<file path="config.mk">
export PLATFORM = sky130hd
export DESIGN_NAME = ioports_top
export DESIGN_NICKNAME = d
export VERILOG_FILES = /design/src/logic/ioport_pkg.sv /design/src/logic/port_cmd_if.sv /design/src/logic/read_word_if.sv /design/src/logic/cmd_decoder.sv /design/src/logic/port_bank.sv /design/src/logic/byte_sender.sv /design/src/logic/ioports_top.sv
export SDC_FILE = /design/constraint.sdc
export NUM_CORES = 1
export LEC_CHECK = 0
export ABC_CLOCK_PERIOD_IN_PS = 9550
export BUFFER_PORTS_ARGS = -buffer_cell sky130_fd_sc_hd__buf_2
export CAP_MARGIN = 20
export CORE_ASPECT_RATIO = 0.5
export CORE_MARGIN = 3
export CORE_UTILIZATION = 50
export DETAILED_ROUTE_END_ITERATION = 8
export GPL_ROUTABILITY_DRIVEN = 0
export PLACE_DENSITY = 0.73
export SLEW_MARGIN = 20
export SYNTH_ARGS = -nofsm -noshare
export SYNTH_HDL_FRONTEND = slang
export SYNTH_SLANG_ARGS = --single-unit
</file>
<file path="constraint.sdc">
create_clock -name clk -period 9.55 [get_ports clk]
set_input_delay 1.91 -clock clk [delete_from_list [all_inputs] [get_ports clk]]
set_output_delay 1.91 -clock clk [all_outputs]
set_load 0.005 [all_outputs]
</file>
<file path="src/logic/ioport_pkg.sv">
// ioport package
// bus widths, port counts, command opcodes and the auto-clear
// settings shared by the byte-wide I/O port block
`default_nettype none

package ioport_pkg;

    localparam int BYTE_W         = 8;
    localparam int BYTES_PER_WORD = 4;
    localparam int NUM_OUT_PORTS  = 4;
    localparam int NUM_IN_PORTS   = 4;

    typedef logic [BYTE_W-1:0]                byte_t;  // one host bus byte
    typedef logic [BYTES_PER_WORD*BYTE_W-1:0] word_t;  // one port word

    typedef logic [$clog2(NUM_OUT_PORTS)-1:0] out_sel_t;
    typedef logic [$clog2(NUM_IN_PORTS)-1:0]  in_sel_t;

    // command field, bits 6:4 of a command byte
    typedef enum logic [2:0] {
        OP_CLEAR = 3'd1,
        OP_WRITE = 3'd2,
        OP_READ  = 3'd3
    } opcode_t;

    // this output port returns to zero on its own after a write
    localparam out_sel_t AUTO_CLEAR_PORT   = out_sel_t'(3);
    localparam int       AUTO_CLEAR_CYCLES = 4;  // cycles from visible write to zero

endpackage

`default_nettype wire

</file>
<file path="src/logic/port_cmd_if.sv">
// port command interface
// carries one decoded host command from the decoder to the port bank
// as a single-cycle strobe with its operands
`timescale 1ns/1ps
`default_nettype none

interface port_cmd_if;
    import ioport_pkg::*;

    logic        cmd_valid;  // one-cycle strobe, no back-pressure
    opcode_t     cmd_op;
    logic [3:0]  cmd_port;   // port field of the command byte
    word_t       cmd_word;   // write data, meaningful for OP_WRITE

    modport decoder (
        output cmd_valid,
        output cmd_op,
        output cmd_port,
        output cmd_word
    );

    modport bank (
        input  cmd_valid,
        input  cmd_op,
        input  cmd_port,
        input  cmd_word
    );

endinterface

`default_nettype wire

</file>
<file path="src/logic/read_word_if.sv">
// read word interface
// hands a captured input word to the byte sender, busy flag flows back
`timescale 1ns/1ps
`default_nettype none

interface read_word_if;
    import ioport_pkg::*;

    logic  rd_valid;  // one-cycle strobe
    word_t rd_word;
    logic  busy;      // high while the word goes out

    modport bank (
        output rd_valid,
        output rd_word
    );

    modport sender (
        input  rd_valid,
        input  rd_word,
        output busy
    );

endinterface

`default_nettype wire

</file>
<file path="src/logic/cmd_decoder.sv">
// command decoder
// takes host bytes marked by load, decodes the opcode field and
// assembles the four data bytes of a write, msb first
// host bytes are dropped while a read is being sent back
`timescale 1ns/1ps
`default_nettype none

module cmd_decoder (
    input  logic              clk,
    input  logic              reset,
    input  logic              load,
    input  ioport_pkg::byte_t data_in,
    port_cmd_if.decoder       cmd,
    read_word_if.sender       rd
);
    import ioport_pkg::*;

    localparam int CNT_W = $clog2(BYTES_PER_WORD);

    typedef enum logic [1:0] {
        ST_IDLE,
        ST_WR_DATA,  // collecting write bytes
        ST_RD_WAIT   // read issued, sender not busy yet
    } state_t;

    state_t           state;
    logic [CNT_W-1:0] byte_cnt;
    logic             accept;

    assign accept = load && !rd.busy;  // no commands while a read is out

    always_ff @(posedge clk)
    begin
        if (reset)
        begin
            state         <= ST_IDLE;
            byte_cnt      <= '0;
            cmd.cmd_valid <= 1'b0;
        end
        else
        begin
            cmd.cmd_valid <= 1'b0;
            case (state)
                ST_IDLE:
                begin
                    if (accept)
                    begin
                        case (data_in[6:4])
                            OP_CLEAR: cmd.cmd_valid <= 1'b1;
                            OP_WRITE: state <= ST_WR_DATA;
                            OP_READ:
                            begin
                                cmd.cmd_valid <= 1'b1;
                                state         <= ST_RD_WAIT;
                            end
                            default: ;  // unknown opcode, dropped
                        endcase
                    end
                end
                ST_WR_DATA:
                begin
                    if (load)
                    begin
                        if (byte_cnt == CNT_W'(BYTES_PER_WORD - 1))
                        begin
                            cmd.cmd_valid <= 1'b1;  // word complete
                            byte_cnt      <= '0;
                            state         <= ST_IDLE;
                        end
                        else
                            byte_cnt <= byte_cnt + 1'b1;
                    end
                end
                ST_RD_WAIT:
                begin
                    if (rd.busy)
                        state <= ST_IDLE;  // busy now guards the decoder
                end
                default: state <= ST_IDLE;
            endcase
        end
    end

    // operands, only looked at while cmd_valid is high
    always_ff @(posedge clk)
    begin
        if (state == ST_IDLE && accept)
        begin
            cmd.cmd_op   <= opcode_t'(data_in[6:4]);
            cmd.cmd_port <= data_in[3:0];
        end
        if (state == ST_WR_DATA && load)
            cmd.cmd_word <= {cmd.cmd_word[$bits(word_t)-BYTE_W-1:0], data_in};  // msb first
    end

endmodule

`default_nettype wire

</file>
<file path="src/logic/port_bank.sv">
// port bank
// holds the output port registers, applies clear and write commands,
// zeroes the auto-clear port after a fixed delay and captures the
// selected input word for a read
`timescale 1ns/1ps
`default_nettype none

module port_bank (
    input  logic              clk,
    input  logic              reset,
    input  ioport_pkg::word_t in0,
    input  ioport_pkg::word_t in1,
    input  ioport_pkg::word_t in2,
    input  ioport_pkg::word_t in3,
    output ioport_pkg::word_t out0,
    output ioport_pkg::word_t out1,
    output ioport_pkg::word_t out2,
    output ioport_pkg::word_t out3,
    port_cmd_if.bank          cmd,
    read_word_if.bank         rd
);
    import ioport_pkg::*;

    localparam int CNT_W = $clog2(AUTO_CLEAR_CYCLES + 1);

    word_t            out_q    [NUM_OUT_PORTS];
    word_t            in_words [NUM_IN_PORTS];
    out_sel_t         wr_sel;
    in_sel_t          rd_sel;
    logic [CNT_W-1:0] clr_cnt;  // 0 means no clear pending

    assign in_words[0] = in0;
    assign in_words[1] = in1;
    assign in_words[2] = in2;
    assign in_words[3] = in3;

    assign wr_sel = cmd.cmd_port[$bits(out_sel_t)-1:0];
    assign rd_sel = cmd.cmd_port[$bits(in_sel_t)-1:0];

    always_ff @(posedge clk)
    begin
        if (reset)
        begin
            for (int i = 0; i < NUM_OUT_PORTS; i++)
                out_q[i] <= '0;
            clr_cnt     <= '0;
            rd.rd_valid <= 1'b0;
        end
        else
        begin
            rd.rd_valid <= 1'b0;
            if (clr_cnt != '0)
            begin
                clr_cnt <= clr_cnt - 1'b1;
                if (clr_cnt == CNT_W'(1))
                    out_q[AUTO_CLEAR_PORT] <= '0;  // delay expired
            end
            // a command in the same cycle takes priority over the countdown
            if (cmd.cmd_valid)
            begin
                case (cmd.cmd_op)
                    OP_CLEAR:
                    begin
                        for (int i = 0; i < NUM_OUT_PORTS; i++)
                            out_q[i] <= '0;
                        clr_cnt <= '0;
                    end
                    OP_WRITE:
                    begin
                        out_q[wr_sel] <= cmd.cmd_word;
                        if (wr_sel == AUTO_CLEAR_PORT)
                            clr_cnt <= CNT_W'(AUTO_CLEAR_CYCLES);  // restart count
                    end
                    OP_READ: rd.rd_valid <= 1'b1;
                    default: ;
                endcase
            end
        end
    end

    // input sampled on the strobe cycle
    always_ff @(posedge clk)
    begin
        if (cmd.cmd_valid && cmd.cmd_op == OP_READ)
            rd.rd_word <= in_words[rd_sel];
    end

    assign out0 = out_q[0];
    assign out1 = out_q[1];
    assign out2 = out_q[2];
    assign out3 = out_q[3];

endmodule

`default_nettype wire

</file>
<file path="src/logic/byte_sender.sv">
// byte sender
// sends a captured word back to the host one byte at a time, msb first
// each byte: en_out rises after ready is seen high and drops one cycle
// after ready goes low, then the next ready is awaited
`timescale 1ns/1ps
`default_nettype none

module byte_sender (
    input  logic               clk,
    input  logic               reset,
    input  logic               ready,
    output ioport_pkg::byte_t  data_out,
    output logic               en_out,
    read_word_if.sender        rd
);
    import ioport_pkg::*;

    localparam int CNT_W = $clog2(BYTES_PER_WORD);

    typedef enum logic [1:0] {
        ST_IDLE,
        ST_WAIT_RDY,  // waiting for ready high
        ST_HOLD       // en_out up, waiting for ready low
    } state_t;

    state_t           state;
    logic [CNT_W-1:0] byte_cnt;
    word_t            word_q;  // remaining bytes, next one on top

    always_ff @(posedge clk)
    begin
        if (reset)
        begin
            state    <= ST_IDLE;
            byte_cnt <= '0;
            en_out   <= 1'b0;
            rd.busy  <= 1'b0;
        end
        else
        begin
            case (state)
                ST_IDLE:
                begin
                    if (rd.rd_valid)
                    begin
                        rd.busy  <= 1'b1;
                        byte_cnt <= '0;
                        state    <= ST_WAIT_RDY;
                    end
                end
                ST_WAIT_RDY:
                begin
                    if (ready)
                    begin
                        en_out <= 1'b1;
                        state  <= ST_HOLD;
                    end
                end
                ST_HOLD:
                begin
                    if (!ready)
                    begin
                        en_out <= 1'b0;
                        if (byte_cnt == CNT_W'(BYTES_PER_WORD - 1))
                        begin
                            rd.busy <= 1'b0;  // last byte released
                            state   <= ST_IDLE;
                        end
                        else
                        begin
                            byte_cnt <= byte_cnt + 1'b1;
                            state    <= ST_WAIT_RDY;
                        end
                    end
                end
                default: state <= ST_IDLE;
            endcase
        end
    end

    // payload path
    always_ff @(posedge clk)
    begin
        if (state == ST_IDLE && rd.rd_valid)
            word_q <= rd.rd_word;
        else if (state == ST_WAIT_RDY && ready)
        begin
            data_out <= word_q[$bits(word_t)-1 -: BYTE_W];  // top byte out
            word_q   <= word_q << BYTE_W;
        end
    end

endmodule

`default_nettype wire

</file>
<file path="src/logic/ioports_top.sv">
// I/O ports top level
// byte-wide command port with four output and four input word ports
// decoder feeds the port bank, the bank feeds the byte sender
`timescale 1ns/1ps
`default_nettype none

module ioports_top (
    input  logic              clk,
    input  logic              reset,
    input  logic              load,
    input  ioport_pkg::byte_t data_in,
    input  logic              ready,
    input  ioport_pkg::word_t in0,
    input  ioport_pkg::word_t in1,
    input  ioport_pkg::word_t in2,
    input  ioport_pkg::word_t in3,
    output ioport_pkg::byte_t data_out,
    output logic              en_out,
    output ioport_pkg::word_t out0,
    output ioport_pkg::word_t out1,
    output ioport_pkg::word_t out2,
    output ioport_pkg::word_t out3
);

    port_cmd_if  cmd_bus ();
    read_word_if rd_bus ();

    cmd_decoder u_cmd_decoder (
        .clk     (clk),
        .reset   (reset),
        .load    (load),
        .data_in (data_in),
        .cmd     (cmd_bus.decoder),
        .rd      (rd_bus.sender)    // busy only
    );

    port_bank u_port_bank (
        .clk   (clk),
        .reset (reset),
        .in0   (in0),
        .in1   (in1),
        .in2   (in2),
        .in3   (in3),
        .out0  (out0),
        .out1  (out1),
        .out2  (out2),
        .out3  (out3),
        .cmd   (cmd_bus.bank),
        .rd    (rd_bus.bank)
    );

    byte_sender u_byte_sender (
        .clk      (clk),
        .reset    (reset),
        .ready    (ready),
        .data_out (data_out),
        .en_out   (en_out),
        .rd       (rd_bus.sender)
    );

endmodule

`default_nettype wire

</file>
==> out/metrics.cfg <==
[run_status]
run_status=complete, no violations

[logic_synthesis]
seq_area_frac_synth_pct=73.9
synth_edf_count=237
synthesis.area_sq_um=10000
syn-num-nets=693
synth-main-ff-cell=edfxtp_1
ys_ff_latch=252
synth_compound_area_share_pct=1.05
ys_warn_count=0
synth_fa_ha_area_share_pct=0.623
postSynth.asyncResetShare_pct=0
synth.distinct_cells=44
muxShareOfSynthArea_pct=10.8
synthXorXnorAreaFrac_pct=0.175
syn_inst=548
avgSynthCellArea_sq_um=18.3
yosys.area_share.simple_pct=11.7
synth_top_family_by_area=simple AND/OR/NAND/NOR gates

[global_route]
grt_pass1_vias=5657
grt_pass1_wl_microns=31500
grt_max_degree=37
grt.total_usage_pct=18.8
antenna_found_initial=0
grt_overflow=0

[place]
place_inst=1064
dp.final_hpwl_microns=14800
place_ws_ns=5.38
portBuffers=276

[timing]
max-slew-margin-rel_pct=31.8
period_share_pct=37.8
fin_setup_tns_ns=0
setup_ws_ns=5.94
fmax_ghz=0.277
hold_viol=0
setup_violations=0
finalMaxSlewViolations=0
tightest_slew_ns=1.02
skew_ns=0.0135
rsz0062_at_grt=no
post-route-min-period_ns=3.61

[critical_path]
r2r-start=u_cmd_decoder.cmd.cmd_port[0]
startpoint_type=primary input
cp.required_ns=9.53
r2r_slack_ns=7.02
worstSetupStartpoint=reset
cp_max_fo=32
cp-end-kind=flop
path_class=primary input to flop
r2r_cells=4
crit_end=u_port_bank.out_q[3][26]
reg2reg_to=u_port_bank.out_q[3][26]
worstPathArrival_ns=3.59

[layout]
final_cell_count_no_fill=1104
drive_above_1_share_pct=45.6
nets=975
area_delta_synth_final_pct=23.3
final_util_pct=64.9
diodes=0

[clock_network]
htree_levels=1
clockBufferDepth=3
root_buffer=clkbuf_16
clkTransAtPathRegs_ns=0.06
cts.sinks=252
insertion_delay_ns=0.50
ctsResizeCount=0
cts_setup_buffers=0
numCtsBuffers=23
cts_tree=done
holdBufCountCts=0

[drt]
detail_route.wl_per_cell_microns=18.8
drc_errors=0
vias=5605
dr.pass1.iters=4
vias_per_cell=5.08
antenna_left=0
drt-total-wl_microns=20800
first_iter_violations=303

[floorplanning]
coreArea_sq_um=19000
die_height_microns=106
die_x_microns=206
placementRows=35
die_area_sq_um=21900
start_util_pct=52.7
ios=277

[worst_hold_path]
holdPathStages=0
holdCritPathClass=flop to flop

[power_and_ir_drop]
p_leak_nw=4.98
p_per_area_nw_per_um2=184
vdd_ir_drop_max_mv=0.0949

[flow_run]
cap_violations=0

## worst min-delay path by stage
| stage | start | endpoint | slack (ns) |
|---|---|---|---|
| finish | u_byte_sender.word_q[28] | u_byte_sender.data_out[4] | 0.42 |
| global route | u_byte_sender.word_q[31] | u_byte_sender.data_out[7] | 0.43 |
| CTS | u_byte_sender.word_q[28] | u_byte_sender.data_out[4] | 0.42 |
| detailed placement | u_byte_sender.word_q[28] | u_byte_sender.data_out[4] | 0.41 |
| global placement | u_byte_sender.word_q[28] | u_byte_sender.data_out[4] | 0.41 |
| floorplan | u_byte_sender.word_q[24] | u_byte_sender.data_out[0] | 0.40 |
## layout make-up
cell class	count	area (sq um)
Multi-Input combinational cell	263	2480
Clock inverter	14	93.8
Clock buffer	26	587
Timing Repair Buffer	285	1450
Sequential cell	252	7420
Fill cell	1388	6680
Tap cell	259	324
Inverter	5	18.8
## state kept, by name, summed over array words and instances, names as in the netlist
| name | count |
|---|---|
| u_byte_sender.byte_cnt | 2 |
| u_byte_sender.data_out | 8 |
| u_byte_sender.en_out | 1 |
| u_byte_sender.rd.busy | 1 |
| u_byte_sender.state | 2 |
| u_byte_sender.word_q | 32 |
| u_cmd_decoder.byte_cnt | 2 |
| u_cmd_decoder.cmd.cmd_op | 3 |
| u_cmd_decoder.cmd.cmd_port | 2 |
| u_cmd_decoder.cmd.cmd_valid | 1 |
| u_cmd_decoder.cmd.cmd_word | 32 |
| u_cmd_decoder.state | 2 |
| u_port_bank.clr_cnt | 3 |
| u_port_bank.out_q | 128 |
| u_port_bank.rd.rd_valid | 1 |
| u_port_bank.rd.rd_word | 32 |
## per-layer routing
layer  share of wire (%)  GRT usage [%]  wire length [microns]
met1                  42           25.4                   8800
met2                  49           31.6                  10200
met3                 6.4           3.76                   1340
met4                 2.3           5.37                    468
met5                   0              0                      0
## critical path: stages
cell and delay (ns):
buf_2 0.23, a31oi_1 0.57, nand3_2 0.84
## synth_stat cells (all sizes together) (2+ instances only)
cell,number,area [sq um]
edfxtp,237,7120
dfxtp,15,300
and2,136,851
nand3,3,15.0
nor2b,2,12.5
o21ai,2,10.0
mux2,24,334
ha,5,62.6
or2,2,12.5
buf,10,87.6
nor3,2,10.0
mux4,32,721
nor2,9,33.8
nor4b,3,56.3
and3,2,12.5
clkbuf,18,67.6
mux2i,3,30.0
nand4b,2,17.5
inv,5,18.8
xnor2,2,17.5
a21oi,6,30.0
nand2,6,22.5
nand2b,6,37.5
a21o,2,15.0
## power by group
group          total, W  internal [W]  switching [W]
clock network  0.000842      0.000468       0.000374
logic          0.000168     0.0000843      0.0000841
registers       0.00127       0.00125      0.0000180
total           0.00228       0.00181       0.000476
## cell families after synthesis
| kind of cell | count (synthesis) |
|---|---|
| AOI/OAI and AO/OA | 16 |
| xor gates and xnor gates | 2 |
| adders and majority gates | 5 |
| and+or+nand+nor | 181 |
| buffers and inverters | 33 |
| DFF | 252 |
| muxes | 59 |
## stage by stage
step | instance area, sq um | hold WS [ns] | total power [W]
after floorplan | 10000 | 0.400 | 0.00138
after global placement | 11700 | 0.407 | 0.00146
after detailed placement | 11700 | 0.408 | 0.00147
after CTS | 12400 | 0.422 | 0.00230
after global routing | 12400 | 0.429 | 0.00237
final | 12400 | 0.420 | 0.00228
## layout by cell type, fill, tap and decap left out, types with 6 or more instances in the layout
cell       synthesis  routed
buf_2              6     276
edfxtp_1         237     237
and2_1           136     136
mux4_2            32      32
clkbuf_16          0      23
mux2_4            17      17
dfxtp_1           15      15
nor2_1             9       9
buf_4              0       9
mux2_2             7       7
nand2_1            6       6
a21oi_1            6       6
clkinv_1           0       6
(Power assumes the default switching activity.)
